==> src/hdl/l2_geom_pkg.sv <==
package l2_geom_pkg;

    ////////////////////////////////////////////////////////////////////
    // ways and sets
    ////////////////////////////////////////////////////////////////////
    localparam int num_ways = 4;
    localparam int way_w    = 2;   // way number
    localparam int num_sets = 16;
    localparam int index_w  = 4;   // set index, address bits 7:4

    ////////////////////////////////////////////////////////////////////
    // words and blocks
    ////////////////////////////////////////////////////////////////////
    localparam int words_per_block = 4;
    localparam int word_sel_w      = 2;   // address bits 3:2
    localparam int word_w          = 32;
    localparam int block_w         = words_per_block * word_w;

    // what is left of the address above index and block offset
    localparam int tag_w = word_w - index_w - word_sel_w - 2;

endpackage
==> src/hdl/l2_tag_store.sv <==
`timescale 1ns/10ps

module l2_tag_store (
    input  logic                             clk,
    input  logic                             rstn,
    input  logic [l2_geom_pkg::index_w-1:0]  index,
    input  logic [l2_geom_pkg::tag_w-1:0]    tag,
    input  logic                             tag_we,
    input  logic [l2_geom_pkg::way_w-1:0]    dirty_way,
    input  logic                             dirty_set,
    input  logic                             dirty_clr,
    output logic [l2_geom_pkg::num_ways-1:0] hit,
    output logic                             dirty,
    output logic [l2_geom_pkg::tag_w-1:0]    victim_tag
);
    import l2_geom_pkg::*;

    logic [tag_w-1:0]                   tag_arr [num_ways][num_sets];
    logic [num_ways-1:0][num_sets-1:0]  valid;
    logic [num_ways-1:0][num_sets-1:0]  dirty_tbl;

    ////////////////////////////////////////////////////////////////////
    // lookup, all combinational from the buffered index
    ////////////////////////////////////////////////////////////////////
    always_comb begin
        for (int w = 0; w < num_ways; w++) begin
            hit[w] = valid[w][index] && (tag_arr[w][index] == tag);
        end
    end

    assign dirty      = dirty_tbl[dirty_way][index];
    assign victim_tag = tag_arr[dirty_way][index];   // address of the block going out

    ////////////////////////////////////////////////////////////////////
    // updates
    ////////////////////////////////////////////////////////////////////
    always_ff @(posedge clk) begin
        if (!rstn) begin
            valid     <= '0;
            dirty_tbl <= '0;
        end else begin
            if (tag_we)
                valid[dirty_way][index] <= 1'b1;
            if (dirty_set)
                dirty_tbl[dirty_way][index] <= 1'b1;
            else if (dirty_clr)
                dirty_tbl[dirty_way][index] <= 1'b0;   // clean after writeback
        end
    end

    always_ff @(posedge clk) begin
        if (tag_we)
            tag_arr[dirty_way][index] <= tag;
    end

endmodule

==> config.mk <==
export PLATFORM = sky130hd
export DESIGN_NAME = l2_tag_store
export DESIGN_NICKNAME = d
export VERILOG_FILES = /design/src/hdl/l2_geom_pkg.sv /design/src/hdl/l2_tag_store.sv
export SDC_FILE = /design/constraint.sdc
export NUM_CORES = 2
export LEC_CHECK = 0
export BUFFER_PORTS_ARGS = -buffer_cell sky130_fd_sc_hd__buf_2
export CORE_MARGIN = 5
export CORE_UTILIZATION = 56
export DETAILED_ROUTE_END_ITERATION = 8
export PLACE_DENSITY = 0.75
export SLEW_MARGIN = 10
export SYNTH_ARGS = -nofsm -noshare
export SYNTH_HDL_FRONTEND = slang
export SYNTH_SLANG_ARGS = --single-unit
==> constraint.sdc <==
create_clock -name clk -period 4.1 [get_ports clk]
set_input_delay 0.41 -clock clk [delete_from_list [all_inputs] [get_ports clk]]
set_output_delay 0.41 -clock clk [all_outputs]
set_load 0.01 [all_outputs]
; ---- Yosys cells after proc, flatten, opt, wreduce, memory -nomap -nowiden
; Memory sizes are Yosys's and may differ from the RTL's.
; Index checks and enable logic that the tools add are counted.
[totals]
regBits = 128
mem_bits_rw = 1536
memories = 1
[op_classes]
magnitude_cmp = 6
n_eq_ne = 4
muxes = 37
bitwise = 5
n_reduce_logical = 8
[memory_table]
columns = name, words, width, rd, rd_ports_with_merged_regs, write_ports, line_no
row1 = tag_arr, 4, 384, 5, 0, 1, l2_tag_store.sv:18  ; logic [tag_w-1:0] tag_arr [num_ways][num_sets];
[op_table]
columns = operator, n
row1 = binary-select mux 24 bit (select 4 bit), 5
row2 = 2-to-1 mux 384 bit, 1
row3 = 2-to-1 mux 24 bit, 11
row4 = 2-to-1 mux 64 bit, 2
row5 = OR 64 bit, 2
row6 = demux 24 bit (select 4 bit), 1
row7 = equality test 24 bit, 4
row8 = AND 64 bit, 1
row9 = NOT 64 bit, 1
row10 = binary-select mux 16 bit (select 2 bit), 1
row11 = demux 16 bit (select 2 bit), 1
row12 = 2-to-1 mux 16 bit, 2
row13 = binary-select mux 1 bit (select 4 bit), 5
row14 = logical AND 1 bit, 7
row15 = 2-to-1 mux 1 bit, 7
row16 = "greater-or-equal comparator 5 bit, second input constant", 1
row17 = "< comparator 4 x 5 -> 1 bit, second input constant", 1
row18 = "< comparator 5 x 1 -> 1 bit, second input constant", 1
row19 = NOT 4 -> 5 bit, 1
row20 = demux 1 bit (select 4 bit), 1
row21 = "greater-or-equal comparator 4 x 1 -> 1 bit, second input constant", 1
row22 = "< comparator 2 x 3 -> 1 bit, second input constant", 1
row23 = "greater-or-equal comparator 2 x 1 -> 1 bit, second input constant", 1
row24 = nonzero test 2 bit, 1

; ---- Longest topological paths before layout
[depth]
word_depth = 10
mapped_depth = 12
depth_no_buf = 7

; ---- Least setup slack after synthesis
; OpenSTA, ideal clock, no wires.
[synth_timing]
path_type = input to register
from = input port index[0] in the netlist's numbering
to = memory tag_arr[3][264] in the netlist's numbering, enable pin
setup_time_ns = 0.406
t_arrival_ns = 3.104
required_time_ns = 3.694
setup_slack_ns = 0.590
stages = 10
n_path_buf = 7
cell_sequence = buf_6 > buf_6 > buf_8 > buf_6 > buf_6 > buf_2 > clkbuf_1 > nor3_1 > nand2_1 > nor2_1
[synth_via]
elab_chain_cells = 6
elab_cells_between_ends = 7
classes_between = order compare (2) / mux (3) / bitwise (1) / reduce/logical (1)
[synth_rtl]
columns = item, line_no
row1 = "start, declared", l2_tag_store.sv:6  ; input logic [l2_geom_pkg::index_w-1:0] index,
row2 = NOT 4 -> 5 bit (implied by the code) *, l2_tag_store.sv:53  ; tag_arr[dirty_way][index] <= tag;
row3 = greater-or-equal comparator 5 bit (implied by the code) / < comparator 5 x 1 -> 1 bit (equally long branches), l2_tag_store.sv:53
row4 = logical AND 1 bit (implied by the code), l2_tag_store.sv:53
row5 = 2-to-1 mux 24 bit (implied by the code), l2_tag_store.sv:53
row6 = demux 24 bit (select 4 bit) *, l2_tag_store.sv:53
row7 = 2-to-1 mux 384 bit (implied by the code) *, l2_tag_store.sv:53
row8 = "end, declared", l2_tag_store.sv:18
; Mark *: on every way between the ends. The rest lies on a longest branch, timed or not.

; ---- Worst setup path after layout
[layout_timing]
from = input port index[3] in the netlist's numbering
to = output port hit[1] in the netlist's numbering
[layout_via]
elab_chain_cells = 6
elab_cells_between_ends = 8
classes_between = eq/ne (1) / mux (5) / bitwise (1) / reduce/logical (1)
[layout_rtl]
columns = item, line_no
row1 = NOT 4 -> 5 bit (implied by the code), l2_tag_store.sv:27  ; hit[w] = valid[w][index] && (tag_arr[w][index] == tag);
row2 = binary-select mux 24 bit (select 4 bit), l2_tag_store.sv:27
row3 = 2-to-1 mux 24 bit (implied by the code) (2 in a row), l2_tag_store.sv:27
row4 = equality test 24 bit, l2_tag_store.sv:27
row5 = logical AND 1 bit *, l2_tag_store.sv:27
row6 = "end, declared", l2_tag_store.sv:12  ; output logic [l2_geom_pkg::num_ways-1:0] hit,
; Mark *: on every way between the ends. The rest lies on a longest branch, timed or not. The select of a mux whose other input is x is not followed.

==> key figures <==
STA
  – Max Clock Freq: 0.241 GHz
  – Setup TNS: -0.0957 ns
  – RSZ-0062 raised after global routing: true
  – Final setup violation count: 2
  – Slew Viols, Final: 0
  – Final Skew: 0 ns
  – Min Tclk post-route: 4.15 ns
  – Fin worst setup slack: -0.0481 ns
  – Tcrit/Tclk final: 101%
  – Slew HR: around a quarter
  – Measured slew at the worst slew-check pin: 1.10 ns
  – Endpoints failing hold: 0

Cells and area
  – Final nets: approximately 4,200
  – Most frequent cells in the layout: edfxtp_1, mux4_2, mux2i_1, buf_4, nand2_1
  – Area delta synth->final: 14.2%
  – Share of cells above drive strength 1: a little over a quarter
  – Util after Layout: 64.3%
  – Most common cell after layout, fill and taps aside: edfxtp_1
  – Fin cells: roughly 5,900

Routing
  – Remaining DRCs: 0
  – Vias: between 40,000 and 50,000
  – Vias per cell: just under 7
  – Final WL: 203,000 um
  – Wire per inst: 34.4 um
  – DR pass1 iterations: 8
  – DRT antenna net count: 0
  – DRT iter0 DRCs: 6,522

Setup path
  – CP startpoint kind: input port
  – Crit path DAT: 3.74 ns
  – WS Path Type: input port to output port
  – Crit path cell chain: clkbuf_8 > buf_12 > or2_2 > o22ai_1 > a211oi_1 > buf_4 > nor2_1 > a2111oi_2 > nand3_1 > a2111oi_4 > buf_4 > buf_2
  – Worst path top cell family by delay: compound AO/OA/AOI/OAI gates
  – Setup slack, reg-to-reg: ~3.4 ns
  – Crit path max-delay cell type: a2111oi_4
  – Register-to-Register Path Depth: 2
  – CP Capture Type: output port
  – CP Depth: 12
  – Worst path max stage delay: 0.69 ns
  – CP bufs+invs: 5
  – Crit path top cell by count: buf_4
  – Crit path required time: 3.69 ns
  – CP max FO: 22

Place
  – Final RePlAce weighted congestion: 0.990
  – Placed Cells: approximately 5,600
  – # port buffers: 63
  – HPWL after DPL: 128,000 um

Power and ir drop
  – Worst IR Drop VDD: 352 uV
  – Comb pwr share: 8.2%
  – PwrDens: approximately 460 nW/um2
  – NetSw: 8.27 mW
  – Clock power frac: 40.3%
  – Switching share of power: between 20% and 30%
  – Leak: 26.1 nW
  – Internal: 28.0 mW
  – Pwr Total: approximately 36 mW
  – Sequential power share: 51.5%

Run
  – Max-cap violations: 0

Clocking
  – CTS tree: built
  – Hold_buf cts: 0
  – Clock root cell: clkbuf_16
  – # H-tree levels: 4
  – CTS clk-pin slew, worst paths: 0.06 ns
  – CTS sink count: 1,664
  – Total CTS buffers: 161
  – Worst skew pair latency: 0.79 ns
  – Clk buf depth: 3

Logic synthesis
  – Most used DFF post-synth: edfxtp_1
  – Share of the yosys chip area belonging to registers: 71.0%
  – Post-synth ARST share: 0%
  – Cell Area, Synth: 68,500 um2
  – Post-synth EDFFs: 1,536
  – Yosys reg bits: 1,664
  – Synth Net Count: 3,846
  – Warnings from Yosys: 0
  – Avg Synthesized Cell Area: around 18 um2
  – Post-synth cell types: 79
  – Mapped Cells: 3,811

Global route
  – First-pass GRT wire length: 288,000 um
  – Largest net degree at the start of global routing: 73
  – Initial antenna violation count: 12
  – GRT overflow: 0
  – Number of global-route vias before repair: 39,100
  – Total GRT Usage: 31.0%

Die
  – Die Span X: 360 um
  – Full die area: 129,000 um2
  – I/O pins: 64
  – Number of cell rows: 128
  – Core ar.: 122,000 um2
  – Starting Density: 56.3%
  – Die Y-Extent: 360 um

Status
  – Status: finished, violations left
  – Failing checks: setup timing

Worst hold path
  – Hold depth: 1
  – HP Class: input port to register
==> metrics by stage <==
| stage | cell area (um2) | setup WS, ns | hold WS (ns) |
|---|---|---|---|
| after floorplan | 68500 | 0.590 | 0.435 |
| after global placement | 72700 | -0.481 | 0.441 |
| after detailed placement | 72700 | -0.471 | 0.450 |
| after CTS | 78000 | -0.0412 | 0.0328 |
| after global routing | 78200 | -0.191 | 0.0537 |
| final | 78200 | -0.0481 | 0.0666 |
==> synthesized netlist by cell type (all sizes together) (14+ instances only) <==
library cell | count | share of area, %
a221oi | 28 | 0.38
nor2b | 14 | 0.13
mux2 | 38 | 0.62
o21ai | 123 | 0.90
nand2 | 181 | 1.0
xnor2 | 76 | 0.97
a211oi | 28 | 0.31
nor2 | 168 | 0.92
buf | 160 | 1.8
o21a | 65 | 0.71
a21boi | 64 | 0.70
dfxtp | 128 | 3.7
edfxtp | 1536 | 67
a21oi | 39 | 0.28
inv | 21 | 0.12
nand3 | 83 | 0.61
nor3 | 17 | 0.12
o22ai | 24 | 0.22
a22oi | 98 | 1.1
mux4 | 327 | 11
mux2i | 334 | 4.9
clkbuf | 88 | 0.48
==> worst register-to-register path, cell delays in order, from the launching register on <==
cell and delay [ns]:
dfxtp_1 0.33, o21ai_0 0.09, a21boi_0 0.22
==> registers in the layout, indices dropped and copies added, names as in the netlist, named ones only <==
name	cells
valid	64
tag_arr	1536
==> metal layers <==
| layer | part of all wire, % | GRT usage (%) | vias to the layer above |
|---|---|---|---|
| met2 | 44 | 45.3 | 3241 |
| met3 | 14 | 10.4 | 525 |
| met4 | 4.8 | 13.1 | 12 |
| li1 | - | - | 16100 |
| met5 | 0.041 | 0 | - |
| met1 | 36 | 43.4 | 20600 |
==> power by group through the flow <==
stage	Combinational, mW	Clock, mW	Sequential, mW
2_1_floorplan	1.46	0	19.0
3_3_place_gp	2.77	0	19.0
3_5_place_dp	2.80	0	19.0
4_1_cts	2.82	14.7	18.7
5_1_grt	3.03	15.5	18.7
6_report	2.97	14.6	18.7
==> final timing paths <==
path,startpoint,end
setup / recovery,index[3],hit[1]
hold reg to reg,valid[63],valid[63]
setup reg to reg,register,register
hold / removal,tag[4],tag_arr[2][4]
==> cell type report <==
cell class,count,area [um2]
Antenna cell,3,7.51
Clock buffer,214,4380
Clock inverter,78,801
Fill cell,8095,43500
Inverter,27,106
Multi-Input combinational cell,1872,18600
Sequential cell,1664,48700
Tap cell,1625,2030
Timing Repair Buffer,422,3610
==> cells by family (layout without fill, tap and decap cells) <==
kind of cell	Yosys count	after routing	share of synthesized area (%)
AO/OA/AOI/OAI	562	562	5.77
XOR/XNOR	87	87	1.11
buffers and inverters	275	741	2.43
flip-flops	1664	1664	71.0
multiplexers	699	699	16.3
other	0	3	0
AND/OR/NAND/NOR	524	524	3.38
==> timing repair <==
item                       4_1_cts  5_1_grt
pin swaps                        0       10
gates resized for setup         17       37
buffers inserted                 0        9
setup endpoints to repair        4        4
Note: power is estimated with default switching activity, not from simulation.
