[src/hdl/l2_port_pkg.sv]
package l2_port_pkg;

    // where the buffered request came from
    localparam logic [1:0] src_none      = 2'd0;
    localparam logic [1:0] src_icache    = 2'd1;
    localparam logic [1:0] src_dcache_rd = 2'd2;
    localparam logic [1:0] src_dcache_wr = 2'd3;

    ////////////////////////////////////////////////////////////////////
    // main FSM states
    ////////////////////////////////////////////////////////////////////
    localparam logic [3:0] st_idle         = 4'd0;
    localparam logic [3:0] st_lookup       = 4'd1;
    localparam logic [3:0] st_check_dirty  = 4'd2;
    localparam logic [3:0] st_check_dirty1 = 4'd3;
    localparam logic [3:0] st_writeback    = 4'd4;
    localparam logic [3:0] st_refill_req   = 4'd5;
    localparam logic [3:0] st_refill_wait  = 4'd6;
    localparam logic [3:0] st_refill_write = 4'd7;

endpackage

[src/hdl/l2_geom_pkg.sv]
package l2_geom_pkg;

    ////////////////////////////////////////////////////////////////////
    // ways and sets
    ////////////////////////////////////////////////////////////////////
    localparam int num_ways = 4;
    localparam int way_w    = 2;   // way number
    localparam int num_sets = 16;
    localparam int index_w  = 4;   // set index, address bits 7:4

    ////////////////////////////////////////////////////////////////////
    // words and blocks
    ////////////////////////////////////////////////////////////////////
    localparam int words_per_block = 4;
    localparam int word_sel_w      = 2;   // address bits 3:2
    localparam int word_w          = 32;
    localparam int block_w         = words_per_block * word_w;

    // what is left of the address above index and block offset
    localparam int tag_w = word_w - index_w - word_sel_w - 2;

endpackage
[src/hdl/l2_req_buf.sv]
`timescale 1ns/10ps

module l2_req_buf (
    input  logic                               clk,
    input  logic                               rstn,
    input  logic                               buf_we,
    input  logic                               icache_req,
    input  logic [l2_geom_pkg::word_w-1:0]     icache_addr,
    input  logic                               dcache_req,
    input  logic                               dcache_wr,
    input  logic [l2_geom_pkg::word_w-1:0]     dcache_addr,
    input  logic [l2_geom_pkg::word_w-1:0]     dcache_wdata,
    output logic [1:0]                         src,
    output logic [l2_geom_pkg::tag_w-1:0]      tag,
    output logic [l2_geom_pkg::index_w-1:0]    index,
    output logic [l2_geom_pkg::word_sel_w-1:0] word,
    output logic [l2_geom_pkg::word_w-1:0]     wdata
);
    import l2_geom_pkg::*;
    import l2_port_pkg::*;

    logic [word_w-1:0] sel_addr;

    assign sel_addr = dcache_req ? dcache_addr : icache_addr;   // dcache wins

    always_ff @(posedge clk) begin
        if (!rstn) begin
            src <= src_none;
        end else if (buf_we) begin
            if (dcache_req)
                src <= dcache_wr ? src_dcache_wr : src_dcache_rd;
            else if (icache_req)
                src <= src_icache;
            else
                src <= src_none;   // nothing asked this cycle
        end
    end

    // address fields and store data
    always_ff @(posedge clk) begin
        if (buf_we) begin
            tag   <= sel_addr[word_w-1 -: tag_w];
            index <= sel_addr[word_sel_w+2 +: index_w];
            word  <= sel_addr[2 +: word_sel_w];
            wdata <= dcache_wdata;
        end
    end

endmodule

[config.mk]
export PLATFORM = sky130hd
export DESIGN_NAME = l2_req_buf
export DESIGN_NICKNAME = d
export VERILOG_FILES = /design/src/hdl/l2_port_pkg.sv /design/src/hdl/l2_geom_pkg.sv /design/src/hdl/l2_req_buf.sv
export SDC_FILE = /design/constraint.sdc
export NUM_CORES = 1
export LEC_CHECK = 0
export ABC_AREA = 0
export BUFFER_PORTS_ARGS = -buffer_cell sky130_fd_sc_hd__buf_4
export CORE_MARGIN = 4
export CORE_UTILIZATION = 36
export DETAILED_ROUTE_END_ITERATION = 8
export GPL_ROUTABILITY_DRIVEN = 0
export GPL_TIMING_DRIVEN = 0
export PLACE_DENSITY = 0.85
export SLEW_MARGIN = 20
export SYNTH_ARGS = -nofsm -noshare
export SYNTH_HDL_FRONTEND = slang
export SYNTH_SLANG_ARGS = --single-unit
[constraint.sdc]
create_clock -name clk -period 1.2 [get_ports clk]
set_clock_uncertainty 0.2 [all_clocks]
set_input_delay 0.3 -clock clk [delete_from_list [all_inputs] [get_ports clk]]
set_output_delay 0.3 -clock clk [all_outputs]
set_load 0.02 [all_outputs]
* Word-level counts from Yosys, hierarchy flattened *
Cells that the tools add are included.

word-level totals
  flip-flop bits (word level) = 64
  memory bits (read-only) = 0
  word-level logic and storage cells = 9
  output and inout port bits = 64
  memories = 0
  RAM bits = 0
  bits in latches = 0

operators by class
  multiplexer cells = 4
  magnitude comparators = 0
  equal/unequal tests = 0
  reductions and logical operators = 0
  div/mod/pow operators = 0
  $mul = 0
  shifts and indexed selects = 0
  add/sub/neg operators = 0
  bitwise gates (word level) = 0

operators by type and width
  operator  number
  $mux W32  1
  $mux W1   2
  $mux W2   1

* Depth between registers and ports, before layout *
Gate-level depths: netlist (run 1).

  depth in word-level cells = 2
  depth in mapped cells = 3
  depth with buffers taken out = 2

* Worst setup path after synthesis (run 1) *
No wires, ideal clock.

  kind = input port to flip-flop
  from = in dcache_req
  to = reg index[0] (netlist name) (data pin)
  slack = -28 ps
  buffers on the path = 1
  stages on the path = 2
  setup time = 260 ps
  arrival = 768 ps
  path through = buf_4 mux2_2

between the ends
  longest elaborated chain between the ends = 1

RTL lines
  element               line              RTL
  from (decl)           l2_req_buf.sv:9   input logic dcache_req,
  $mux W32              l2_req_buf.sv:24  assign sel_addr = dcache_req ? dcache_addr : icache_addr;
  via sel_addr[4]       l2_req_buf.sv:22  logic [word_w-1:0] sel_addr;
  to (signal assigned)  l2_req_buf.sv:43  index <= sel_addr[word_sel_w+2 +: index_w];
  to (decl)             l2_req_buf.sv:15  output logic [l2_geom_pkg::index_w-1:0] index,

The timed path passes the listed nets, and every way through them passes these cells.
A chain may end at the register's enable or synchronous reset.

* Worst setup path in the final report (run 1) *
  from = reg wdata[16] (netlist name)
  to = out wdata[16] (netlist name)

RTL lines
  element                 line              RTL
  from (decl)             l2_req_buf.sv:17  output logic [l2_geom_pkg::word_w-1:0] wdata
  from (signal assigned)  l2_req_buf.sv:45  wdata <= dcache_wdata;

No word-level cell between the ends.

==> impl_metrics.env, run 1 <==
export IMPL_fp_dieW_um=87.97
export IMPL_yosysSeqAreaShare=0.8261
export IMPL_synth_area_leaders="edfxtp_1, mux2_2, dfxtp_1, mux2i_1, buf_4"
export IMPL_critPathSlowestCell="edfxtp_1"
export IMPL_dr_total_vias=1781
export IMPL_fp_dieH_um=87.97
export IMPL_ant_nets=0
export IMPL_synth_top_area_cell="edfxtp_1"
export IMPL_ir_drop_uv=846.7
export IMPL_yosysMostFrequentCell="edfxtp_1"
export IMPL_ys_ff_latch=64
export IMPL_drt_initial_drc_count=66
export IMPL_layout_drive_gt1_share=0.6795
export IMPL_place_port_buffers=161
export IMPL_wire_per_inst_um=18.29
export IMPL_placed_cell_area_um2=3612
export IMPL_area_delta_synth_final_pct=89.40
export IMPL_endpoint_kind="primary output"
export IMPL_async_flop_share=0
export IMPL_leakage_nw=1.854
export IMPL_final_nets=409
export IMPL_drt_total_wl_um=7080
export IMPL_placementRows=28
export IMPL_worstPathArrival_ns=0.89
export IMPL_rsz0062_at_grt="true"
export IMPL_clk_pin_slew_ns=0.09
export IMPL_r2r_end="src[0]"
export IMPL_synth_top_cell_area_share=0.8087
export IMPL_cts_root_buf="clkbuf_8"
export IMPL_cts_max_level=3
export IMPL_n_antenna_cell=0
export IMPL_clock_latency_ns=0.31
export IMPL_grt_overflow=0
export IMPL_post_route_min_period_ns=1.392
export IMPL_endpoint="wdata[16]"
export IMPL_synth_edff_count=62
export IMPL_swShare=0.2560
export IMPL_cp_max_fo=1
export IMPL_path_depth=1
export IMPL_fmax_ghz=0.7182
export IMPL_grt_pass1_vias=1917
export IMPL_hold_path_class="in2reg"
export IMPL_yosysWarnings=0
export IMPL_core_area_um2=6061
export IMPL_crit_path_cell_trace="buf_6"
export IMPL_drc=0
export IMPL_p_seq_frac=0.502
export IMPL_finalWorstSetupSlack_ns=-0.1923
export IMPL_p_clk_frac=0.289
export IMPL_hold_worst_slack_ns=0.07873
export IMPL_cp_required_ns=0.70
export IMPL_intPower_mw=4.100
export IMPL_switchingPower_mw=1.411
export IMPL_finalHoldViolCount=0
export IMPL_min_path_cells=2
export IMPL_critPathTopFamily="flip-flops"
export IMPL_fp_dieArea_um2=7739
export IMPL_vias_per_cell=4.602
export IMPL_powerDensity_nw_per_um2=1264
export IMPL_grt_use_total=0.1818
export IMPL_syn_area_per_cell_um2=22.57
export IMPL_postLayoutCoreUtil=0.7194
export IMPL_hpwl_um=4751
export IMPL_pin_count=166
export IMPL_drv_cap=0
export IMPL_relSlewSlack=0.6078
export IMPL_worst_setup_path_start_kind="flop"
export IMPL_grt_start_max_net_pins=66
export IMPL_drt_pass1_iterations=4
export IMPL_synth_common_cells="edfxtp_1, mux2_2, buf_4, dfxtp_1, mux2i_1"
export IMPL_setup_worst_path_class="reg2out"
export IMPL_path_buf_inv=1
export IMPL_syn_area_um2=2302
export IMPL_initial_utilization=0.3799
export IMPL_max_stage_delay_ns=0.41
export IMPL_cts_tree="done"
export IMPL_outcome="complete, but fails checks"
export IMPL_synth_ff_type="edfxtp_1"
export IMPL_violations="negative setup slack"
export IMPL_rr_startpoint="src[0]"
export IMPL_comb_power_share=0.209
export IMPL_synth_nets=204
export IMPL_clkSinkCount=64
export IMPL_clockBufferDepth=2
export IMPL_grt_pass1_wl_um=10140
export IMPL_setup_viol=64
export IMPL_critical_path_startpoint="wdata[16]"
export IMPL_r2r_setup_slack_ns=0.31
export IMPL_fin_setup_tns_ns=-9.939
export IMPL_synthDistinctLibCells=9
export IMPL_fin_crit_sh=1.160
export IMPL_r2r_cells=2
export IMPL_stdcell_area_um2=4360
export IMPL_netlist_instances=102
export IMPL_cts_buffers=9
export IMPL_worst_pin_slew_ns=0.5882
export IMPL_slew_violations=0
export IMPL_dp_slack_ns=-0.3924
export IMPL_antenna_found_initial=0
[area by class of cell]
type,instances,area [µm²]
Buffer,3,33.78
Clock buffer,9,123.9
Timing Repair Buffer,194,1783
Tap cell,75,93.84
Fill cell,397,1700
Sequential cell,64,1904
Multi-Input combinational cell,35,374.1
Clock inverter,7,47.55
[cells by family (layout without fill, tap and decap cells)]
| group | count (synthesis) | count (layout) | share of synthesized area |
|---|---|---|---|
| compound gates | 2 | 2 | 0.004344 |
| buf+inv | 3 | 213 | 0.01141 |
| simple gates | 1 | 1 | 0.002719 |
| mux | 32 | 32 | 0.1554 |
| flops | 64 | 64 | 0.8261 |
[flip-flops by register name (all words and copies together), names as in the netlist]
register / cells
wdata: 32
index: 4
tag: 24
src: 2
word: 2
[how the worst min path moves through the flow]
stage / from / end / slack (ns)
2_1_floorplan: buf_we / src[0] / 0.19
3_3_place_gp: dcache_wdata[16] / wdata[16] / 0.28
3_5_place_dp: dcache_wdata[12] / wdata[12] / 0.28
4_1_cts: icache_addr[25] / tag[17] / 0.06
5_1_grt: icache_addr[31] / tag[23] / 0.05
6_report: dcache_addr[19] / tag[11] / 0.08
[power groups by stage]
stage | sequential (mW) | clock [mW] | combinational, mW
after floorplan | 3.01 | 0 | 0.113
after global placement | 2.76 | 0 | 0.929
after detailed placement | 2.77 | 0 | 0.952
after CTS | 2.76 | 1.63 | 1.15
after global routing | 2.79 | 1.77 | 1.21
final | 2.77 | 1.59 | 1.15
[per-stage QoR]
stage,power (mW),std cells
detailed placement,3.725,338
CTS,5.537,387
floorplan,3.127,102
global placement,3.690,338
global route,5.765,387
finish,5.511,387
[layout by cell type (no fill, tap or decap), drive strengths merged, types with 2 or more instances in the layout]
master,Yosys,final
dlygate4sd3,0,33
dfxtp,2,2
clkbuf,0,9
mux2i,2,2
clkinvlp,0,2
clkinv,0,4
mux2,30,30
buf,3,164
edfxtp,62,62
[layer usage]
layer  global-route usage  part of all wire
met1               0.1824              0.34
met2               0.3397              0.54
met3              0.05738              0.10
met4              0.08229             0.016
met5                    0                 0
[timing repair]
item,in CTS,in global routing
gates resized for setup,64,3
endpoints found under the setup margin,66,64
gates cloned,0,0
hold buffers,33,0
pin swaps,0,0
buffers inserted,0,0
endpoints found under the hold margin,33,0
Note: power is estimated with default switching activity, not from simulation.
==> run 2: changes to the inputs <==
--- a/config.mk
+++ b/config.mk
@@ -5,14 +5,15 @@
 export SDC_FILE = /design/constraint.sdc
 export NUM_CORES = 1
 export LEC_CHECK = 0
-export ABC_AREA = 0
+export ABC_AREA = 1
 export BUFFER_PORTS_ARGS = -buffer_cell sky130_fd_sc_hd__buf_4
 export CORE_MARGIN = 4
-export CORE_UTILIZATION = 36
+export CORE_UTILIZATION = 40
 export DETAILED_ROUTE_END_ITERATION = 8
 export GPL_ROUTABILITY_DRIVEN = 0
 export GPL_TIMING_DRIVEN = 0
-export PLACE_DENSITY = 0.85
+export PLACE_DENSITY = 0.89
+export SETUP_SLACK_MARGIN = 0.2
 export SLEW_MARGIN = 20
 export SYNTH_ARGS = -nofsm -noshare
 export SYNTH_HDL_FRONTEND = slang
==> constraint.sdc (replaced) <==
create_clock -name clk -period 1.3 [get_ports clk]
set_clock_uncertainty 0.2 [all_clocks]
set_input_delay 0.325 -clock clk [delete_from_list [all_inputs] [get_ports clk]]
set_output_delay 0.325 -clock clk [all_outputs]
set_load 0.02 [all_outputs]
==> run 2 against run 1 <==
Compared with the run above:
- the flow still finishes with violations (negative setup slack)
- register-to-register slack better by 0.12 ns
- first-iteration DRC count rose by 44%
- sequential cell count is the same
- area after synthesis rose by 0.54%
- die area decreased by 8.7%
- critical path type unchanged
==> impl_metrics.env, run 2 <==
export IMPL_outcome="complete, but fails checks"
export IMPL_violations="negative setup slack"
export IMPL_worstPathArrival_ns=0.90
export IMPL_regMostFlops="wdata"
export IMPL_grt_pass1_vias=2161
export IMPL_relSlewSlack=0.6851
export IMPL_fin_crit_sh=1.098
export IMPL_initial_utilization=0.4153
export IMPL_path_depth=1
export IMPL_fp_dieH_um=84.07
export IMPL_cts_tree="done"
export IMPL_endpoint_kind="primary output"
export IMPL_setup_viol=63
export IMPL_r2r_end="src[0]"
export IMPL_worst_setup_path_start_kind="flop"
export IMPL_syn_area_per_cell_um2=13.54
export IMPL_post_cts_buffers=0
export IMPL_crit_path_cell_trace="buf_6"
export IMPL_postLayoutCoreUtil=0.7886
export IMPL_min_path_cells=3
export IMPL_ant_nets=0
export IMPL_finalWorstSetupSlack_ns=-0.1274
export IMPL_synth_top_cell_area_share=0.8043
export IMPL_max_stage_delay_ns=0.42
export IMPL_synthDistinctLibCells=10
export IMPL_hpwl_um=4762
export IMPL_cts_root_buf="clkbuf_8"
export IMPL_slew_violations=0
export IMPL_clock_latency_ns=0.32
export IMPL_grt_use_total=0.2099
export IMPL_place_port_buffers=161
export IMPL_fin_setup_tns_ns=-5.485
export IMPL_pin_count=166
export IMPL_worst_pin_slew_ns=0.4724
export IMPL_hold_worst_slack_ns=0.05724
export IMPL_vias_per_cell=4.529
export IMPL_critPathTopFamily="flip-flops"
export IMPL_cp_max_fo=1
export IMPL_drc=0
export IMPL_drt_initial_drc_count=95
export IMPL_area_delta_synth_final_pct=89.89
export IMPL_antenna_found_initial=0
export IMPL_ys_ff_latch=64
export IMPL_synth_nets=273
export IMPL_clockBufferDepth=2
export IMPL_syn_area_um2=2315
export IMPL_placementRows=27
export IMPL_fp_dieArea_um2=7068
export IMPL_hold_path_class="in2reg"
export IMPL_stdcell_area_um2=4395
export IMPL_cts_buffers=9
export IMPL_yosysWarnings=0
export IMPL_synth_edff_count=62
export IMPL_finalHoldViolCount=0
export IMPL_synth_ff_type="edfxtp_1"
export IMPL_dp_slack_ns=-0.2938
export IMPL_drv_cap=0
export IMPL_yosysMostFrequentCell="nand2_1"
export IMPL_netlist_instances=171
export IMPL_clk_pin_slew_ns=0.07
export IMPL_placed_cell_area_um2=3613
export IMPL_synth_area_leaders="edfxtp_1, nand2_1, dfxtp_1, buf_2, inv_1"
export IMPL_wire_per_inst_um=16.57
export IMPL_core_area_um2=5574
export IMPL_powerDensity_nw_per_um2=1190
export IMPL_holdCritStartpoint="rstn"
export IMPL_largest_reg_flops=32
export IMPL_rsz0062_at_grt="true"
export IMPL_yosysSeqAreaShare=0.8216
export IMPL_ir_drop_uv=723.7
export IMPL_clkSinkCount=64
export IMPL_leakage_nw=2.112
export IMPL_drt_pass1_iterations=4
export IMPL_final_cell_mix="buf_4, nand2_1, buf_6, edfxtp_1, dlygate4sd3_1"
export IMPL_r2r_setup_slack_ns=0.43
export IMPL_fp_dieW_um=84.07
export IMPL_critPathSlowestCell="edfxtp_1"
export IMPL_instances_no_fill=452
export IMPL_hold_path_end="src[1]"
export IMPL_power_total_mw=5.232
export IMPL_async_flop_share=0
export IMPL_rr_startpoint="src[0]"
export IMPL_cts_max_level=3
export IMPL_dpl_cell_count=404
export IMPL_drt_total_wl_um=7489
export IMPL_grt_pass1_wl_um=10960
export IMPL_synth_top_area_cell="edfxtp_1"
export IMPL_dr_total_vias=2047
export IMPL_synth_common_cells="nand2_1, edfxtp_1, buf_2"
export IMPL_grt_overflow=0
export IMPL_reg_top3="wdata x32, tag x24, index x4"
export IMPL_setup_worst_path_class="reg2out"
export IMPL_layout_commonest_cell="buf_4"
export IMPL_path_buf_inv=1
export IMPL_fmax_ghz=0.7006
export IMPL_layout_drive_gt1_share=0.4842
export IMPL_n_antenna_cell=0
export IMPL_grt_start_max_net_pins=67
export IMPL_cp_required_ns=0.77
export IMPL_r2r_cells=4
export IMPL_final_nets=477
export IMPL_post_route_min_period_ns=1.427
## run 2: cell count changes in the layout (fill, tap and decap cells not counted), sizes merged, moves of 3 or more
cell and change:
buf +3, dlygate4sd3 -11, dlymetal6s4s +10, mux2 -30, nand2 +93
## run 2: kinds of logic after synthesis
kind of cell           count (synthesis)  share of synthesized area
buffers and inverters                  9                    0.01784
flip-flops                            64                     0.8216
AO/OA/AOI/OAI                          2                   0.004320
AND/OR/NAND/NOR                       96                     0.1562
## run 2: final cells by class
cell class | instances | area (µm²)
Sequential cell | 64 | 1904
Timing Repair Buffer | 193 | 1802
Fill cell | 334 | 1179
Multi-Input combinational cell | 98 | 371.6
Clock buffer | 9 | 123.9
Tap cell | 72 | 90.09
Clock inverter | 7 | 62.56
Buffer | 6 | 30.03
Inverter | 3 | 11.26
## run 2: how the worst max path moves through the flow
stage | startpoint | end | slack, ns
after global routing | wdata[7] | wdata[7] | -0.18
after detailed placement | buf_we | src[1] | -0.29
after floorplan | dcache_req | index[0] | 0.25
final | wdata[7] | wdata[7] | -0.13
after CTS | wdata[15] | wdata[15] | -0.13
after global placement | buf_we | src[1] | -0.24
## run 2: where the power goes
group          internal, mW  total [mW]  leakage (nW)  switching [mW]
sequential             2.47        2.56         0.623          0.0895
combinational         0.596        1.07          1.40           0.478
clock                 0.864        1.60        0.0901           0.735
total                  3.93        5.23          2.11            1.30
## run 2: timing repair
item / CTS / global route
hold endpoints to repair: 32 / 0
resized for setup: 63 / 16
setup endpoints to repair: 128 / 75
hold buffers: 32 / 0
## run 2: per-layer routing
metal | track usage | part of all wire | vias to the layer above
met1 | 0.2140 | 0.35 | 933
met3 | 0.08193 | 0.10 | 8
met4 | 0.06140 | 0.011 | 0
met5 | 0 | 0 | -
li1 | - | - | 982
met2 | 0.3910 | 0.54 | 124
