==> config.mk <==
export PLATFORM = sky130hd
export DESIGN_NAME = l2_plru
export DESIGN_NICKNAME = d
export VERILOG_FILES = /design/src/hdl/l2_geom_pkg.sv /design/src/hdl/l2_plru.sv
export SDC_FILE = /design/constraint.sdc
export NUM_CORES = 1
export LEC_CHECK = 0
export ABC_AREA = 1
export ABC_CLOCK_PERIOD_IN_PS = 1600
export BUFFER_PORTS_ARGS = -buffer_cell sky130_fd_sc_hd__buf_4
export CAP_MARGIN = 10
export CORE_MARGIN = 2
export CORE_UTILIZATION = 55
export CTS_CLUSTER_DIAMETER = 100
export CTS_CLUSTER_SIZE = 24
export DETAILED_ROUTE_END_ITERATION = 7
export HOLD_SLACK_MARGIN = 0.15
export PLACE_DENSITY = 0.81
export SLEW_MARGIN = 20
export SYNTH_ARGS = -nofsm -noshare
export SYNTH_HDL_FRONTEND = slang
export SYNTH_SLANG_ARGS = --single-unit
==> constraint.sdc <==
create_clock -name clk -period 1.6 [get_ports clk]
set_clock_uncertainty 0.2 [all_clocks]
set_input_delay 0.24 -clock clk [delete_from_list [all_inputs] [get_ports clk]]
set_output_delay 0.24 -clock clk [all_outputs]
set_load 0.03 [all_outputs]
==> src/hdl/l2_geom_pkg.sv <==
package l2_geom_pkg;

    ////////////////////////////////////////////////////////////////////
    // ways and sets
    ////////////////////////////////////////////////////////////////////
    localparam int num_ways = 4;
    localparam int way_w    = 2;   // way number
    localparam int num_sets = 16;
    localparam int index_w  = 4;   // set index, address bits 7:4

    ////////////////////////////////////////////////////////////////////
    // words and blocks
    ////////////////////////////////////////////////////////////////////
    localparam int words_per_block = 4;
    localparam int word_sel_w      = 2;   // address bits 3:2
    localparam int word_w          = 32;
    localparam int block_w         = words_per_block * word_w;

    // what is left of the address above index and block offset
    localparam int tag_w = word_w - index_w - word_sel_w - 2;

endpackage
==> src/hdl/l2_plru.sv <==
`timescale 1ns/10ps

module l2_plru (
    input  logic                             clk,
    input  logic                             rstn,
    input  logic [l2_geom_pkg::index_w-1:0]  index,
    input  logic [l2_geom_pkg::num_ways-1:0] use_way,
    output logic [l2_geom_pkg::way_w-1:0]    victim
);
    import l2_geom_pkg::*;

    // bit 0 root, bit 1 picks in ways 0/1, bit 2 picks in ways 2/3
    logic [num_sets-1:0][2:0] tree;
    logic [way_w-1:0]         used;

    always_comb begin
        used = '0;
        for (int w = 0; w < num_ways; w++) begin
            if (use_way[w])
                used = w[way_w-1:0];
        end
    end

    always_ff @(posedge clk) begin
        if (!rstn) begin
            tree <= '0;
        end else if (|use_way) begin
            tree[index][0] <= ~used[1];   // point at the other half
            if (used[1])
                tree[index][2] <= ~used[0];
            else
                tree[index][1] <= ~used[0];
        end
    end

    assign victim = tree[index][0] ? {1'b1, tree[index][2]} : {1'b0, tree[index][1]};

endmodule

# After elaboration in Yosys (flattened, before gate mapping)
# Index checks and enable logic that the tools add are counted.
[totals]
ff_bits = 48
out_inout_bits = 2
wordCells = 38
[classes]
n_lt_le_gt_ge = 2
mux = 16
bitwise = 2
n_reduce_logical = 2
[ops]
columns = ["operator", "n"]
rows = [
  ["$bwmux 48", 3],
  ["$mux 48", 1],
  ["$demux 3 s4", 3],
  ["$bmux 3 s4", 1],
  ["$mux 2", 4],
  ["$mux 3", 2],
  ["$lt 4x5->1 const B", 1],
  ["$ge 4x1->1 const B", 1],
  ["$reduce_or 4->1", 1],
  ["$mux 1", 2],
  ["$not 1->1", 2],
  ["$logic_and 1x1->1", 1],
]

# Logic depth before layout (Yosys ltp)
# Gate-level depths: netlist (run 1).
[depth]
word_depth = 7
depth_mapped = 13
mapped_depth_nobuf = 11

# Worst setup path before layout (run 1)
# Ideal clock, no wire load.
[synth_timing]
kind = "input to output"
startpoint = "in index[1] (netlist name)"
endpoint = "out victim[0] (netlist name)"
arrival_time_ns = 1.423
t_required_ns = 1.160
slack_ns = -0.263
path_stages = 11
cell_sequence = "buf_4 -> inv_2 -> buf_4 -> nand2_1 -> nand2_1 -> nand2_1 -> nand2_1 -> inv_1 -> nand2_1 -> nand2_1 -> nand2_1"
[synth_between]
elab_chain_cells = 3
[synth_lines]
columns = ["element", "line", "source"]
rows = [
  ["start: declaration", "l2_plru.sv:6", "input logic [l2_geom_pkg::index_w-1:0] index,"],
  ["$bmux 3 s4", "l2_plru.sv:36", "assign victim = tree[index][0] ? {1'b1, tree[index][2]} : {1'b0, tree[index][1]};"],
  ["$mux 3 (not written as such)", "l2_plru.sv:36", ""],
  ["$mux 2", "l2_plru.sv:36", ""],
  ["end: declaration", "l2_plru.sv:8", "output logic [l2_geom_pkg::way_w-1:0] victim"],
]
# No other way between the ends. The select of a mux whose other input is x is not followed.

# Worst setup path in the final report (run 1)
[layout_timing]
startpoint = "reg tree[6] (netlist name)"
endpoint = "out victim[0] (netlist name)"
[layout_between]
elab_chain_cells = 3
[layout_lines]
columns = ["element", "line", "source"]
rows = [
  ["start: declaration", "l2_plru.sv:13", "logic [num_sets-1:0][2:0] tree;"],
  ["start signal: indexed assignment", "l2_plru.sv:28", "tree[index][0] <= ~used[1];"],
  ["start signal: indexed assignment", "l2_plru.sv:30", "tree[index][2] <= ~used[0];"],
  ["start signal: indexed assignment", "l2_plru.sv:32", "tree[index][1] <= ~used[0];"],
  ["$bmux 3 s4", "l2_plru.sv:36", ""],
  ["$mux 3 (not written as such)", "l2_plru.sv:36", ""],
  ["$mux 2", "l2_plru.sv:36", ""],
]
# No other way between the ends. The select of a mux whose other input is x is not followed.

==> results of run 1 <==
[kinds of logic after synthesis]
logic type / count (synthesis) / share of synthesized area
simple gates: 223 / 0.385
flops: 48 / 0.331
compound gates: 65 / 0.165
buf+inv: 71 / 0.118
[timing repair]
action                                 in CTS  in global routing
pin swaps                                   1                 11
endpoints found under the hold margin      20                  0
setup endpoints to repair                   2                  8
buffers inserted                            0                  5
resized for setup                          17                 19
hold buffers                                3                  0
[synth_stat cells, types with 3 or more instances]
| library cell | instances | share of area |
|---|---|---|
| buf_4 | 3 | 0.0078 |
| inv_2 | 8 | 0.010 |
| clkbuf_1 | 3 | 0.0039 |
| nor2_8 | 6 | 0.041 |
| inv_1 | 40 | 0.052 |
| dfxtp_1 | 48 | 0.33 |
| a21oi_1 | 33 | 0.057 |
| o21ai_1 | 16 | 0.028 |
| nand2_4 | 6 | 0.023 |
| buf_6 | 6 | 0.023 |
| nand2_1 | 179 | 0.23 |
| nor2_4 | 12 | 0.047 |
| nand3_2 | 4 | 0.014 |
| a221oi_2 | 15 | 0.078 |
| buf_2 | 6 | 0.010 |
| nand3_1 | 12 | 0.021 |
[per-layer routing]
layer | global-route usage | up-vias
met3 | 0.0427 | 20
met2 | 0.473 | 82
met1 | 0.321 | 1274
li1 | - | 1338
met5 | 0 | -
met4 | 0.0982 | 0
[worst reg2reg max path, stage by stage (launching register included)]
cell and delay [ps]:
dfxtp_2 340, buf_4 100, inv_1 40, a221oi_2 220
[area by class of cell]
class / count / area [µm²]
timing repair buffer: 46 / 388
clock buffer: 6 / 82.6
tap: 70 / 87.6
sequential: 48 / 988
multi-input combinational: 288 / 1640
clock inverter: 2 / 13.8
inverter: 51 / 209
fill: 452 / 1700
[power by group]
group | switching, µW | total [µW] | internal [µW]
combinational | 248 | 378 | 130
sequential | 9.65 | 1220 | 1210
clock | 439 | 794 | 354
[path summary, 6_finish.rpt]
path                              start               endpoint  slack, ps
setup reg to reg  tree[38]$_SDFFE_PN0P_  tree[38]$_SDFFE_PN0P_        620
hold reg to reg   tree[28]$_SDFFE_PN0P_  tree[28]$_SDFFE_PN0P_        250
hold / removal               use_way[3]  tree[30]$_SDFFE_PN0P_        220
setup / recovery   tree[6]$_SDFFE_PN0P_              victim[0]       -260
[metrics by stage]
| step | TNS (ps) | worst slack (ps) | instance area (µm²) | utilization | cells |
|---|---|---|---|---|---|
| final | -431 | -257 | 3410 | 0.667 | 511 |
| after global routing | -585 | -341 | 3410 | 0.667 | 511 |
| after CTS | -473 | -215 | 3330 | 0.652 | 506 |
| after detailed placement | -2890 | -204 | 3180 | 0.623 | 495 |
| after global placement | -1630 | -196 | 3180 | 0.623 | 495 |
| after floorplan | -8.59 | -8.59 | 2940 | - | 407 |
==> flow_summary.json, run 1 <==
{
  "synth_nets": 417,
  "crit_buf_inv": 2,
  "setup_viol_count_final": 2,
  "ir_worst_vdd_uv": 380,
  "nets": 450,
  "crit_path_max_incr_delay_ps": 340,
  "min_period_ps": 1860,
  "slew_viol_final": 0,
  "largest_reg_flops": 48,
  "hold_viol": 0,
  "finalCritPeriodShare": 1.16,
  "cts_buffers": 5,
  "htreeDepth": 2,
  "crit_chain": "nand2_1 -> nand2_1 -> nand2_1 -> nand2_1 -> nand2_1 -> nand2_2 -> inv_2 -> nand2_4 -> nand2_4 -> nand2_4 -> buf_6",
  "whs_ps": 223,
  "grt_antenna_before_repair": 0,
  "syn-cell-area_um2": 2900,
  "power.total_uw": 2390,
  "dp_hpwl_um": 4990,
  "m1WireLength_um": 3170,
  "regMostFlops": "tree",
  "cp_top_family": "simple AND/OR/NAND/NOR gates",
  "synth-seq-cells": 48,
  "cts_tree": "built",
  "setup_ws_ps": -257,
  "ys_async_sr_fraction": 0,
  "reg.largest.list": "tree (48)",
  "layout_common_cells": "nand2_1, buf_4, inv_1, a21oi_1, dfxtp_1",
  "antenna_cells": 0,
  "vias": 2714,
  "grt_pass1_vias": 2587,
  "synth_cell_types": 23,
  "grt_setup_unrepaired": "yes",
  "timing.slew.headroom": 0.785,
  "grtUsageTotal": 0.266,
  "hp-class": "primary input to register",
  "max-cap-violations": 0,
  "violations": "setup timing",
  "critPathLaunchType": "register",
  "grt_max_degree": 26,
  "arrival_ps": 1420,
  "synth_flop_cell": "dfxtp_1",
  "r2r_cells": 3,
  "grt_overflow_total": 0,
  "worstSkewPairLatency_ps": 310,
  "yosysSeqAreaShare": 0.331,
  "detail_route.iter0.violations": 264,
  "start_util": 0.568,
  "die_w_um": 76.6,
  "syn_avg_cell_area_um2": 7.12,
  "synth_cells": 407,
  "cp.required_ps": 1160,
  "vias_per_cell": 5.31,
  "port_buffers": 11,
  "drive_gt1_frac": 0.327,
  "wl_per_cell_um": 14.8,
  "outcome": "finished, violations left",
  "synth_edf_count": 0,
  "antenna_left": 0,
  "power.leakage_uw": 0.00146,
  "wl_um": 7550,
  "grt_pass1_wl_um": 12400,
  "fmax_mhz": 538,
  "hold_path_depth": 5,
  "cp_common_cell": "nand2_1",
  "highest_layer": "met4",
  "clockBufferDepth": 2,
  "clock-sinks": 48,
  "final_common_cell": "nand2_1",
  "dr.pass1.iters": 5,
  "clk_pin_slew_worst_paths_ps": 100,
  "yosysWarnings": 0,
  "cp_num_cells": 11,
  "rows": 26,
  "cp_max_fo": 2,
  "path_class": "register to output pin",
  "power.density_nw_per_um2": 702,
  "worst_slew_pin_slew_ps": 323,
  "die_h_um": 76.6,
  "slowest_stage": "dfxtp_2",
  "gp_congestion": 0.870,
  "io-pin-count": 12,
  "cts-root-buf": "clkbuf_8",
  "core-area_um2": 5110,
  "drc": 0,
  "wl_met2_um": 3870,
  "endpoint_kind": "output pin",
  "dr_wl_met3_um": 335,
  "area_growth_pct": 17.5,
  "dieArea_um2": 5870
}
No activity file was read; power rests on OpenSTA's default activity.
==> inputs of run 2 (changes only) <==
Settings changed: CORE_MARGIN 2 to 5.
==> run 2 against run 1 <==
  * Highest routed layer unchanged
  * Critical path depth unchanged
  * The run still ends with setup timing left
  * Count of clock-buffer cells in the layout down 1
  * Clock power up 16%
  * Die area up 16%
  * Critical endpoint unchanged
  * Global-route usage down 2.3 points
  * Largest power group unchanged
==> flow_summary.json, run 2 (synthesis results as in run 1) <==
{
  "vias": 2750,
  "hold_viol": 0,
  "dieArea_um2": 6820,
  "setup_viol_count_final": 2,
  "htreeDepth": 2,
  "detail_route.iter0.violations": 247,
  "utilization": 0.672,
  "hp-class": "primary input to register",
  "min_period_ps": 1890,
  "grt_antenna_before_repair": 0,
  "fill_cells": 433,
  "fmax_mhz": 530,
  "final_area_um2": 3430,
  "endpoint_kind": "output pin",
  "cp_max_fo": 2,
  "cts_tree": "built",
  "grt_setup_unrepaired": "yes",
  "setup_ws_ps": -286,
  "postCtsSetupBuffers": 0,
  "clk_pin_slew_worst_paths_ps": 100,
  "regMostFlops": "tree",
  "dr.pass1.iters": 6,
  "reg.largest.list": "tree (48)",
  "wl_per_cell_um": 14.6,
  "grt_pass1_wl_um": 12500,
  "arrival_ps": 1450,
  "die_h_um": 82.6,
  "dp_hpwl_um": 5120,
  "clock-sinks": 48,
  "worstSkewPairLatency_ps": 310,
  "clockBufferDepth": 2,
  "finalCritPeriodShare": 1.18,
  "largest_reg_flops": 48,
  "cts-root-buf": "clkbuf_8",
  "worst_slew_pin_slew_ps": 294,
  "drive_gt1_frac": 0.305,
  "nets": 449,
  "core-area_um2": 5110,
  "violations": "setup timing",
  "cts_buffers": 5,
  "power.density_nw_per_um2": 736,
  "post_dp_cell_area_um2": 3210,
  "timing.slew.headroom": 0.804,
  "die_w_um": 82.6,
  "port_buffers": 11,
  "whs_ps": 156,
  "critPathLaunchType": "register",
  "grt_overflow_total": 0,
  "start_util": 0.568,
  "drc": 0,
  "wl_um": 7430,
  "grt_pass1_vias": 2636,
  "power.total_uw": 2530,
  "path_class": "register to output pin",
  "grt_max_degree": 29,
  "slew_viol_final": 0,
  "ir_worst_vdd_uv": 548,
  "grtUsageTotal": 0.243,
  "antenna_left": 0,
  "rows": 26,
  "layout_common_cells": "nand2_1, inv_1, buf_4, a21oi_1, dfxtp_1",
  "cp.required_ps": 1160,
  "final_common_cell": "nand2_1",
  "vias_per_cell": 5.39,
  "gp_congestion": 0.889,
  "max-cap-violations": 0,
  "area_growth_pct": 18.4,
  "antenna_cells": 0,
  "io-pin-count": 12,
  "final_cells": 510,
  "power.leakage_uw": 0.00148,
  "placed_cells": 497,
  "outcome": "finished, violations left"
}
## run 2: per-stage QoR
stage | setup TNS (ps) | setup WS [ps]
detailed placement | -4240 | -245
global placement | -3310 | -230
floorplan | -8.59 | -8.59
global route | -605 | -350
finish | -479 | -286
CTS | -484 | -230
## run 2: path summary, 6_finish.rpt
path	startpoint	end	slack, ps	cells after the start
max	tree[18]$_SDFFE_PN0P_	victim[0]	-290	11
min	use_way[3]	tree[22]$_SDFFE_PN0P_	160	4
max reg2reg	tree[14]$_SDFFE_PN0P_	tree[14]$_SDFFE_PN0P_	660	2
min reg2reg	tree[34]$_SDFFE_PN0P_	tree[34]$_SDFFE_PN0P_	250	2
## run 2: area by class of cell
cell class	instances	area [µm²]	area share
Clock inverter	3	46.3	0.0135
Sequential cell	48	981	0.286
Multi-Input combinational cell	288	1640	0.478
Clock buffer	5	68.8	0.0200
Timing Repair Buffer	45	400	0.117
Tap cell	70	87.6	0.0255
Inverter	51	209	0.0609
## run 2: what timing repair did
item | CTS | global route
hold buffers | 5 | 0
endpoints found under the setup margin | 2 | 10
pin swaps | 5 | 7
gates resized for setup | 12 | 18
hold endpoints to repair | 8 | 0
## run 2: worst max-delay path, cell delays in order (launching register included)
cell     delay [ps]
dfxtp_1         370
nand2_1          70
nand2_1          70
nand2_1          50
nand2_1          80
nand2_2          60
nand2_2          90
inv_2            50
nand2_4          70
nand2_4          50
nand2_4          50
buf_6           120
## run 2: power by group
group	switching (µW)	total, µW	internal [µW]
combinational	247	382	135
clock	453	924	471
sequential	10.2	1220	1210
## run 2: metal layers
metal	wire length, µm	track usage	up-vias
met5	0	0	-
met4	228	0.0964	0
met3	503	0.0542	27
met2	3590	0.409	116
met1	3110	0.299	1260
li1	-	-	1347
==> inputs of run 3 (changes only) <==
Settings changed: ABC_AREA 1 to not set, ABC_CLOCK_PERIOD_IN_PS 1600 to not set, BUFFER_PORTS_ARGS -buffer_cell sky130_fd_sc_hd__buf_4 to not set, DONT_BUFFER_PORTS set to 1, PLACE_DENSITY 0.81 to 0.79.
==> run 3 against run 2 <==
  * Flip-flop and latch count unchanged
  * Critical path depth decreased by 7
  * Combinational power decreased by 31%
  * Global-route usage decreased by 3.1 points
  * Sequential power about the same
  * Largest cell class unchanged
  * Critical endpoint unchanged
  * The flow still finishes with violations (setup timing)
==> flow_summary.json, run 3 <==
{
  "outcome": "finished, violations left",
  "violations": "setup timing",
  "endpoint_kind": "output pin",
  "synth-seq-cells": 48,
  "highest_layer": "met4",
  "worst_slew_pin_slew_ps": 1010,
  "wl_um": 6020,
  "synth_cells": 243,
  "yosysMostFrequentCell": "dfxtp_1",
  "fmax_mhz": 449,
  "finalCritPeriodShare": 1.39,
  "path_class": "register to output pin",
  "port_buffers": 0,
  "grt_pass1_vias": 2019,
  "final_common_cell": "a21oi_1",
  "die_w_um": 76.6,
  "htreeDepth": 2,
  "dr_wl_met3_um": 407,
  "clock-sinks": 48,
  "hp-class": "primary input to register",
  "hp-start": "index[3]",
  "layout_common_cells": "a21oi_1, dfxtp_1, nand2_1, buf_4, a211oi_1",
  "clockBufferDepth": 2,
  "vias_per_cell": 6.63,
  "synth_top_area_frac": 0.394,
  "syn_avg_cell_area_um2": 10.0,
  "r2r_cells": 3,
  "cp.required_ps": 1160,
  "largest_reg_flops": 48,
  "r2r_slack_ps": 560,
  "max-cap-violations": 0,
  "power.leakage_uw": 0.000922,
  "clk_pin_slew_worst_paths_ps": 90,
  "ir_worst_vdd_uv": 418,
  "drive_gt1_frac": 0.292,
  "power.density_nw_per_um2": 800,
  "grt_pass1_wl_um": 10100,
  "regMostFlops": "tree",
  "timing.setup.tns_ps": -1170,
  "gp_congestion": 0.800,
  "reg2reg_to": "tree[43]$_SDFFE_PN0P_",
  "cts_tree": "built",
  "synth_top_area_cell": "dfxtp_1",
  "slew_viol_final": 0,
  "antenna_left": 0,
  "syn-cell-area_um2": 2440,
  "grt_overflow_total": 0,
  "hold_viol": 0,
  "synth_flop_cell": "dfxtp_1",
  "detail_route.iter0.violations": 249,
  "cts-root-buf": "clkbuf_8",
  "setup_ws_ps": -627,
  "cp_max_fo": 2,
  "hold_path_depth": 4,
  "whs_ps": 189,
  "synthTopCellsByCount": "dfxtp_1, a21oi_1, nand2_1, a211oi_1, a311oi_2",
  "dp_hpwl_um": 3420,
  "timing.slew.headroom": 0.327,
  "power.total_uw": 2230,
  "r2r-start": "tree[43]$_SDFFE_PN0P_",
  "rows": 24,
  "vias": 2068,
  "grt_max_degree": 49,
  "die_h_um": 76.6,
  "reg.largest.list": "tree (48)",
  "dr.pass1.iters": 4,
  "wl_met2_um": 2890,
  "holdPathEnd": "tree[24]$_SDFFE_PN0P_",
  "area_growth_pct": 14.6,
  "yosysWarnings": 0,
  "synth_nets": 253,
  "dieArea_um2": 5860,
  "worstSkewPairLatency_ps": 310,
  "ys_async_sr_fraction": 0,
  "post-place-ws_ps": -331,
  "yosysSeqAreaShare": 0.394,
  "arrival_ps": 1790,
  "min_period_ps": 2230,
  "core-area_um2": 4320,
  "cts_buffers": 5,
  "synth_edf_count": 0,
  "drc": 0,
  "grt_antenna_before_repair": 0,
  "netlist_top_cells_area": "dfxtp_1, mux4_2, a21oi_1, a311oi_2, a211oi_1",
  "io-pin-count": 12,
  "grt_setup_unrepaired": "yes",
  "wl_per_cell_um": 19.3,
  "nets": 269,
  "critPathLaunchType": "register",
  "synth_cell_types": 29,
  "antenna_cells": 0,
  "grtUsageTotal": 0.212,
  "m1WireLength_um": 2580,
  "start_util": 0.564,
  "setup_viol_count_final": 2
}
run 3: kinds of logic (layout without fill, tap and decap cells):
| family | after synthesis | in the layout | synth area share |
|---|---|---|---|
| DFF | 48 | 48 | 0.394 |
| AOI/OAI and AO/OA | 98 | 98 | 0.301 |
| and+or+nand+nor | 57 | 57 | 0.125 |
| buffers and inverters | 27 | 44 | 0.0611 |
| muxes | 13 | 13 | 0.119 |
run 3: worst max-delay path, cell delays in order, from the launching register on:
cell     delay [ps]
dfxtp_1         340
mux4_2          470
a22oi_2         220
nand3_4          90
mux2_4          360
run 3: final cells by class:
type / instances / area, µm²
Timing Repair Buffer: 34 / 302
Sequential cell: 48 / 963
Clock buffer: 8 / 90.1
Multi-Input combinational cell: 168 / 1370
Tap cell: 52 / 65.1
Fill cell: 343 / 1530
Inverter: 2 / 7.51
run 3: power by group:
part           switching, µW  total, µW  internal, µW  leakage [µW]
combinational            164        262          98.1      0.000488
clock                    396        749           353     0.0000455
sequential              9.75       1220          1210      0.000389
total                    570       2230          1660      0.000922
run 3: worst max-delay path by stage:
stage	from	to	slack, ps
3_5_place_dp	tree[3]$_SDFFE_PN0P_	victim[0]	-330
6_report	tree[3]$_SDFFE_PN0P_	victim[0]	-630
5_1_grt	tree[9]$_SDFFE_PN0P_	victim[0]	-680
4_1_cts	tree[9]$_SDFFE_PN0P_	victim[0]	-650
2_1_floorplan	index[0]	victim[0]	-430
3_3_place_gp	tree[3]$_SDFFE_PN0P_	victim[0]	-290
run 3: repair_timing:
action / in CTS / in global routing
gates resized for setup: 4 / 18
hold buffers: 9 / 0
pin swaps: 2 / 4
setup buffers: 1 / 2
hold endpoints to repair: 48 / 0
gates cloned: 0 / 0
setup endpoints to repair: 2 / 50
run 3: layer usage:
layer | GRT usage | vias to the layer above
li1 | - | 967
met1 | 0.292 | 1007
met2 | 0.318 | 82
met3 | 0.0485 | 12
met4 | 0.0892 | 0
met5 | 0 | -
run 3: per-stage QoR:
stage | utilization | instances | cell area (µm²)
after floorplan | - | 243 | 2480
after global placement | 0.593 | 292 | 2560
after detailed placement | 0.593 | 292 | 2560
after CTS | 0.637 | 310 | 2760
after global routing | 0.646 | 312 | 2790
final | 0.646 | 312 | 2790
